### config.mk
export PLATFORM = sky130hd
export DESIGN_NAME = mem_wb_top
export DESIGN_NICKNAME = d
export VERILOG_FILES = /design/src/source/mem_wb_pkg.sv /design/src/source/load_align.sv /design/src/source/mem_wb_register.sv /design/src/source/writeback_select.sv /design/src/source/register_file.sv /design/src/source/mem_wb_top.sv
export VERILOG_INCLUDE_DIRS = /design/src /design/src/source
export SDC_FILE = /design/constraint.sdc
export NUM_CORES = 2
export LEC_CHECK = 0
export ABC_CLOCK_PERIOD_IN_PS = 70800
export BUFFER_PORTS_ARGS = -buffer_cell sky130_fd_sc_hd__buf_2
export CAP_MARGIN = 20
export CORE_ASPECT_RATIO = 0.75
export CORE_MARGIN = 1.5
export CORE_UTILIZATION = 45
export CTS_BUF_LIST = sky130_fd_sc_hd__clkbuf_8 sky130_fd_sc_hd__clkbuf_16
export CTS_CLUSTER_DIAMETER = 120
export DETAILED_ROUTE_END_ITERATION = 8
export HOLD_SLACK_MARGIN = 0.1
export PLACE_DENSITY_LB_ADDON = 0.25
export SYNTH_ARGS = -nofsm -noshare
export SYNTH_HDL_FRONTEND = slang
export SYNTH_SLANG_ARGS = --single-unit
### constraint.sdc
create_clock -name clk -period 70.8 [get_ports clk]
set_input_delay 21.24 -clock clk [delete_from_list [all_inputs] [get_ports clk]]
set_output_delay 21.24 -clock clk [all_outputs]
set_load 0.01 [all_outputs]
### src/source/mem_wb_params.svh
`ifndef MEM_WB_PARAMS_SVH
`define MEM_WB_PARAMS_SVH

`define MW_XLEN 32
`define MW_REG_COUNT 32
`define MW_REG_ADDR_W $clog2(`MW_REG_COUNT)

// ADDI x0, x0, 0
`define MW_NOP_INSTR 32'h0000_0013

`endif

### src/source/mem_wb_pkg.sv
`include "mem_wb_params.svh"

package mem_wb_pkg;

    // I-type layout, used by loads and for the rd field
    typedef struct packed {
        logic [11:0] imm12;
        logic [4:0]  rs1;
        logic [2:0]  funct3;
        logic [4:0]  rd;
        logic [6:0]  opcode;
    } instr_i_t;

    // U-type layout, carries the upper immediate of LUI
    typedef struct packed {
        logic [19:0] imm20;
        logic [4:0]  rd;
        logic [6:0]  opcode;
    } instr_u_t;

    typedef union packed {
        instr_i_t i;
        instr_u_t u;
    } instr_word_t;

    typedef enum logic [2:0] {
        WB_SRC_ALU  = 3'd0,
        WB_SRC_LOAD = 3'd1,
        WB_SRC_PC4  = 3'd2,
        WB_SRC_LUI  = 3'd3,
        WB_SRC_CSR  = 3'd4
    } wb_src_e;

    typedef struct packed {
        logic [`MW_XLEN-1:0] pc;
        instr_word_t         instruction;
        logic [`MW_XLEN-1:0] alu_result;
        logic [`MW_XLEN-1:0] csr_read_data;
        wb_src_e             wb_src;
        logic                register_write_enable;
    } ex_mem_t;

    typedef struct packed {
        logic [`MW_XLEN-1:0] pc;
        instr_word_t         instruction;
        logic [`MW_XLEN-1:0] alu_result;
        logic [`MW_XLEN-1:0] csr_read_data;
        logic [`MW_XLEN-1:0] load_data;
        wb_src_e             wb_src;
        logic                register_write_enable;
    } mem_wb_t;

    typedef struct packed {
        logic                      write_enable;
        logic [`MW_REG_ADDR_W-1:0] rd;
        logic [`MW_XLEN-1:0]       data;
    } reg_write_t;

endpackage

### src/source/load_align.sv
`timescale 1ns/100ps
`include "mem_wb_params.svh"

module load_align (
    input  mem_wb_pkg::ex_mem_t  ex_mem,
    input  logic [`MW_XLEN-1:0]  dmem_rdata,
    output mem_wb_pkg::mem_wb_t  mem_out
);
    import mem_wb_pkg::*;

    localparam logic [2:0] F3_LB  = 3'b000;
    localparam logic [2:0] F3_LH  = 3'b001;
    localparam logic [2:0] F3_LW  = 3'b010;
    localparam logic [2:0] F3_LBU = 3'b100;
    localparam logic [2:0] F3_LHU = 3'b101;

    logic [1:0]          offset;
    logic [2:0]          funct3;
    logic [7:0]          byte_sel;
    logic [15:0]         half_sel;
    logic [`MW_XLEN-1:0] load_value;

    // The load address is the ALU result
    assign offset = ex_mem.alu_result[1:0];
    assign funct3 = ex_mem.instruction.i.funct3;

    always_comb begin
        case (offset)
            2'd0:    byte_sel = dmem_rdata[7:0];
            2'd1:    byte_sel = dmem_rdata[15:8];
            2'd2:    byte_sel = dmem_rdata[23:16];
            default: byte_sel = dmem_rdata[31:24];
        endcase
        half_sel = offset[1] ? dmem_rdata[31:16] : dmem_rdata[15:0];

        case (funct3)
            F3_LB:   load_value = {{(`MW_XLEN-8){byte_sel[7]}}, byte_sel};
            F3_LH:   load_value = {{(`MW_XLEN-16){half_sel[15]}}, half_sel};
            F3_LBU:  load_value = {{(`MW_XLEN-8){1'b0}}, byte_sel};
            F3_LHU:  load_value = {{(`MW_XLEN-16){1'b0}}, half_sel};
            F3_LW:   load_value = dmem_rdata;
            default: load_value = dmem_rdata;
        endcase
    end

    always_comb begin
        mem_out.pc                    = ex_mem.pc;
        mem_out.instruction           = ex_mem.instruction;
        mem_out.alu_result            = ex_mem.alu_result;
        mem_out.csr_read_data         = ex_mem.csr_read_data;
        mem_out.load_data             = load_value;
        mem_out.wb_src                = ex_mem.wb_src;
        mem_out.register_write_enable = ex_mem.register_write_enable;
    end

    // Misaligned loads are trapped earlier in the pipe and must not arrive here
    always_comb begin
        if (ex_mem.register_write_enable && ex_mem.wb_src == WB_SRC_LOAD) begin
            assert ((funct3[1:0] != 2'b01 || offset[0] == 1'b0) &&
                    (funct3[1:0] != 2'b10 || offset == 2'b00))
                else $error("misaligned load, funct3 %0d offset %0d", funct3, offset);
        end
    end

endmodule

### src/source/mem_wb_register.sv
`timescale 1ns/100ps
`include "mem_wb_params.svh"

module mem_wb_register (
    input  logic                clk,
    input  logic                reset,
    input  mem_wb_pkg::mem_wb_t mem_in,
    output mem_wb_pkg::mem_wb_t wb_out
);

    // No stall and no flush, so the record moves on every edge
    always_ff @(posedge clk or posedge reset) begin
        if (reset) begin
            wb_out <= '0;
            // Bubble carries a NOP so the instruction field decodes cleanly
            wb_out.instruction <= `MW_NOP_INSTR;
        end else begin
            wb_out <= mem_in;
        end
    end

    assert property (@(posedge clk) reset |-> !wb_out.register_write_enable)
        else $error("write enable seen in writeback during reset");

endmodule

### src/source/writeback_select.sv
`timescale 1ns/100ps
`include "mem_wb_params.svh"

module writeback_select (
    input  mem_wb_pkg::mem_wb_t    wb_in,
    output mem_wb_pkg::reg_write_t reg_write
);
    import mem_wb_pkg::*;

    logic [`MW_REG_ADDR_W-1:0] rd;
    logic [`MW_XLEN-1:0]       pc_plus_4;
    logic [`MW_XLEN-1:0]       lui_value;
    logic [`MW_XLEN-1:0]       result;

    // rd sits at the same bits in both views
    assign rd        = wb_in.instruction.i.rd;
    assign pc_plus_4 = wb_in.pc + `MW_XLEN'(4);
    assign lui_value = {wb_in.instruction.u.imm20, 12'b0};

    always_comb begin
        case (wb_in.wb_src)
            WB_SRC_ALU:  result = wb_in.alu_result;
            WB_SRC_LOAD: result = wb_in.load_data;
            WB_SRC_PC4:  result = pc_plus_4;
            WB_SRC_LUI:  result = lui_value;
            WB_SRC_CSR:  result = wb_in.csr_read_data;
            default:     result = '0;
        endcase
    end

    // x0 is dropped here, the register file never sees a write to it
    always_comb begin
        reg_write.write_enable = wb_in.register_write_enable && (rd != '0);
        reg_write.rd           = rd;
        reg_write.data         = result;
    end

    always_comb begin
        if (reg_write.write_enable) begin
            assert (wb_in.wb_src inside {WB_SRC_ALU, WB_SRC_LOAD, WB_SRC_PC4,
                                         WB_SRC_LUI, WB_SRC_CSR})
                else $error("illegal writeback source %0d", wb_in.wb_src);
        end
    end

endmodule

### src/source/register_file.sv
`timescale 1ns/100ps
`include "mem_wb_params.svh"

module register_file (
    input  logic                         clk,
    input  logic                         reset,
    input  mem_wb_pkg::reg_write_t       reg_write,
    input  logic [`MW_REG_ADDR_W-1:0]    rs1_addr,
    input  logic [`MW_REG_ADDR_W-1:0]    rs2_addr,
    output logic [`MW_XLEN-1:0]          rs1_data,
    output logic [`MW_XLEN-1:0]          rs2_data
);

    // Entry 0 is not stored at all
    logic [`MW_XLEN-1:0] regs [1:`MW_REG_COUNT-1];

    always_ff @(posedge clk or posedge reset) begin
        if (reset) begin
            for (int i = 1; i < `MW_REG_COUNT; i++) begin
                regs[i] <= '0;
            end
        end else if (reg_write.write_enable) begin
            regs[reg_write.rd] <= reg_write.data;
        end
    end

    // A write in flight is forwarded so decode sees it in the same cycle
    function automatic logic [`MW_XLEN-1:0] read_port(
        input logic [`MW_REG_ADDR_W-1:0] addr
    );
        logic [`MW_XLEN-1:0] value;
        if (addr == '0) begin
            value = '0;
        end else if (reg_write.write_enable && reg_write.rd == addr) begin
            value = reg_write.data;
        end else begin
            value = regs[addr];
        end
        return value;
    endfunction

    always_comb begin
        rs1_data = read_port(rs1_addr);
    end

    always_comb begin
        rs2_data = read_port(rs2_addr);
    end

    assert property (@(posedge clk) disable iff (reset)
                     reg_write.write_enable |-> reg_write.rd != '0)
        else $error("register write aimed at x0");

endmodule

### src/source/mem_wb_top.sv
`timescale 1ns/100ps
`include "mem_wb_params.svh"

module mem_wb_top (
    input  logic                      clk,
    input  logic                      reset,
    input  mem_wb_pkg::ex_mem_t       ex_mem,
    input  logic [`MW_XLEN-1:0]       dmem_rdata,
    input  logic [`MW_REG_ADDR_W-1:0] rs1_addr,
    input  logic [`MW_REG_ADDR_W-1:0] rs2_addr,
    output logic [`MW_XLEN-1:0]       rs1_data,
    output logic [`MW_XLEN-1:0]       rs2_data,
    output mem_wb_pkg::reg_write_t    reg_write
);
    import mem_wb_pkg::*;

    mem_wb_t mem_record;
    mem_wb_t wb_record;

    load_align i_load_align (
        .ex_mem     (ex_mem),
        .dmem_rdata (dmem_rdata),
        .mem_out    (mem_record)
    );

    mem_wb_register i_mem_wb_register (
        .clk    (clk),
        .reset  (reset),
        .mem_in (mem_record),
        .wb_out (wb_record)
    );

    writeback_select i_writeback_select (
        .wb_in     (wb_record),
        .reg_write (reg_write)
    );

    register_file i_register_file (
        .clk       (clk),
        .reset     (reset),
        .reg_write (reg_write),
        .rs1_addr  (rs1_addr),
        .rs2_addr  (rs2_addr),
        .rs1_data  (rs1_data),
        .rs2_data  (rs2_data)
    );

endmodule

==> results by group <==
Global route
  – Largest net degree at the start of global routing: 162
  – Initial antenna violation count: 16
  – Global route total overflow: 0
  – Vias in the first global route: 44130
  – Gr usage total: 31.21%
  – First-pass GRT wire length: 300.2 mm

Synthesis
  – Post-synth top area share: 49.87%
  – Ranking of synthesized cells by area: dfrtp_1 50%, mux4_2 14%, o21ai_0 5.9%
  – Post-Syn Area: 57650 sq um
  – Synthesized flop and latch total: 1149
  – Number of unique standard cell types used by synthesis: 66
  – FFs w/ async S/R, synth: 100.0%
  – Post-synthesis sequential area ratio: 49.87%
  – Synth Flop Type: dfrtp_1
  – Synthesized instance count: 5443
  – Most common cell in the synthesized netlist: dfrtp_1
  – Post-synth EDFFs: 0
  – Commonest cells post-synth: 1149 x dfrtp_1, 793 x nand2_1, 685 x o21ai_0
  – Synth warnings: 0
  – Avg Synthesized Cell Area: 10.59 sq um
  – Synth area leader: dfrtp_1
  – Post-Syn Nets: 5620

Die
  – Die area: 130300 sq um
  – Core area: 126800 sq um
  – Die Ht: 313.0 um
  – # rows: 113
  – Starting Density: 45.46%
  – Die X-Extent: 416.3 um
  – I/O Pins: 278

STA
  – Worst-Margin Slew: 1.235 ns
  – Final hold vios: 0
  – Fin crit period: 46.69 ns
  – Tcrit/Tclk final: 65.95%
  – Fmax: 21.42 MHz
  – Fin. max-slew vios: 0
  – Relative slew slack: 17.36%
  – Worst Skew: 0.02920 ns
  – RSZ-0062 raised after global routing: false
  – Setup TNS: 0 ns
  – Endpoints failing setup: 0

Clock tree
  – Clock net sink count: 1149
  – Post-CTS Setup Inserts: 0
  – PostCTS Resize Cnt: 0
  – CTS Buf Count: 115
  – CTS clk-pin slew, worst paths: 0.06 ns
  – Hold buffer count at CTS: 0
  – H-tree levels: 3
  – CTS root buf: clkbuf_16
  – Clk Latency, worst-skew pair: 0.74 ns
  – Longest Clk Path Bufs: 3
  – TritonCTS clock tree: built

Drt
  – Final WL: 204.1 mm
  – DRT met1 WL: 84.71 mm
  – Wire length per cell: 28.37 um
  – Iter 0 DRT Violations: 5388
  – DRC: 0
  – Drt first pass iters: 6
  – Met2 wire length: 88.86 mm
  – Highest routed layer: met5
  – Vias: 45610
  – ANT nets after route: 0
  – Drt via density: 6.340
  – Met3 Wirelength: 21.61 mm

Final layout
  – FF+latch area: 28750 sq um
  – Nets@finish: 5609
  – FILL cells: 11330
  – Syn-to-layout area delta: 11.76%
  – Multi-input logic area: 26970 sq um
  – Share of layout cells above drive strength 1: 20.32%

Critical path
  – Slowest CP cell: a21oi_1
  – Setup CP Type: input port to output pin
  – Worst Path Arrival: 25.45 ns
  – Slowest stage delay, CP: 0.78 ns
  – Crit start category: input port
  – Critical-path cell list: buf_4 > buf_4 > buf_4 > nand2b_2 > buf_4 > o22a_1 > o211a_1 > nor3_1 > a211oi_1 > a21oi_1 > buf_2
  – CP dominant cell by count: buf_4
  – CP required: 49.56 ns
  – Cell family with most CP delay: buffers and inverters
  – CP Buf/Inv Count: 5
  – Max FO, Critical Path: 33
  – CP endpoint kind: output pin

Power
  – Final Power: 0.001837 W
  – PD cells: 28.50 nW/um^2
  – Max VDD drop: 20.81 uV
  – P_leak: 28.03 nW

Job
  – Number of max-cap violations: 0

Placed design
  – Port bufs: 270
  – DP HPWL: 123.6 mm
  – Routability cong.: 0.8929

Worst hold path
  – Min-Delay Path Class: flip-flop to flip-flop

Status
  – Run status: completed
-- cells by family (layout without fill, tap and decap cells) --
family,Yosys count,count (layout),share of synthesized area (%)
AND/OR/NAND/NOR,1471,1471,10.28
AO/OA/AOI/OAI,1551,1551,15.44
multiplexers,658,658,19.62
flip-flops,1149,1149,49.87
buffers and inverters,575,648,4.191
adder cells (fa/ha/maj),1,1,0.02170
XOR/XNOR,38,38,0.5773
other,0,12,0
-- worst register-to-register path, stage by stage, from the launching register on --
cell and delay (ns):
dfrtp_1 0.85, nand3b_1 0.42, nor2_4 0.93, buf_4 0.74, nor2_1 0.10, a21oi_1 0.15
-- power breakdown --
group,switching [W],leakage (nW),internal [W]
registers,0.0000794,14.7,0.000763
logic,0.000190,11.3,0.000163
clock network,0.000272,2.00,0.000369
total,0.000541,28.0,0.00130
-- sequential cells by signal, indices dropped and copies added (netlist names) --
| signal | flops |
|---|---|
| i_mem_wb_register.wb_out | 157 |
| i_register_file.regs | 992 |
-- per-layer routing --
metal | vias to the layer above | global-route usage [%]
met5 | - | 0
met4 | 2 | 12.38
met3 | 464 | 7.315
met2 | 2379 | 45.31
met1 | 23130 | 45.35
li1 | 19640 | -
-- cell usage in the layout, fill, tap and decap left out, drive strengths merged, types with 15 or more instances in the layout --
| cell type | n |
|---|---|
| dfrtp | 1149 |
| a21oi | 476 |
| o21ai | 686 |
| xnor2 | 20 |
| clkinv | 30 |
| or3 | 15 |
| a221oi | 80 |
| nor3 | 51 |
| a211oi | 22 |
| a2111oi | 15 |
| nand2 | 793 |
| mux2 | 75 |
| a221o | 23 |
| nor2 | 501 |
| clkbuf | 142 |
| xor2 | 18 |
| a22oi | 84 |
| nand3 | 26 |
| buf | 407 |
| mux4 | 370 |
| mux2i | 213 |
| o22ai | 91 |
| inv | 55 |
| nor2b | 19 |
-- metrics by stage --
stage	cells	util, %	setup slack, ns	instance area (sq um)	hold WS, ns
after floorplan	5443	-	17.20	57650	0.4600
after global placement	6973	47.60	24.30	60370	0.4739
after detailed placement	6973	47.60	24.37	60370	0.4864
after CTS	7174	50.66	24.35	64250	0.5004
after global routing	7191	50.79	24.09	64420	0.5188
final	7195	50.80	24.11	64430	0.4969
-- worst paths after layout --
kind / start / end / slack (ns) / cells after the start
max: rs2_addr[2] / rs2_data[29] / 24.11 / 11
min: i_register_file.regs[688]$_DFFE_PP0P_ / i_register_file.regs[688]$_DFFE_PP0P_ / 0.50 / 2
max reg2reg: i_mem_wb_register.wb_out[111]$_DFF_PP0_ / i_register_file.regs[308]$_DFFE_PP0P_ / 67.54 / 5
min reg2reg: i_register_file.regs[688]$_DFFE_PP0P_ / i_register_file.regs[688]$_DFFE_PP0P_ / 0.50 / 2
max in group asynchronous: reset / i_register_file.regs[149]$_DFFE_PP0P_ / 46.87 / 5
min in group asynchronous: reset / i_mem_wb_register.wb_out[133]$_DFF_PP0_ / 20.68 / 2
-- final cells by class --
class                   instances  share of cell area, %
clock inverters                60                 0.9846
repair buffers                408                  3.962
flip-flops and latches       1149                  44.63
inverters                      39                 0.2389
diodes                         12                0.04661
well taps                    1667                  3.237
multi-input cells            3719                  41.86
clock buffers                 141                  5.039
(Power assumes the default switching activity.)
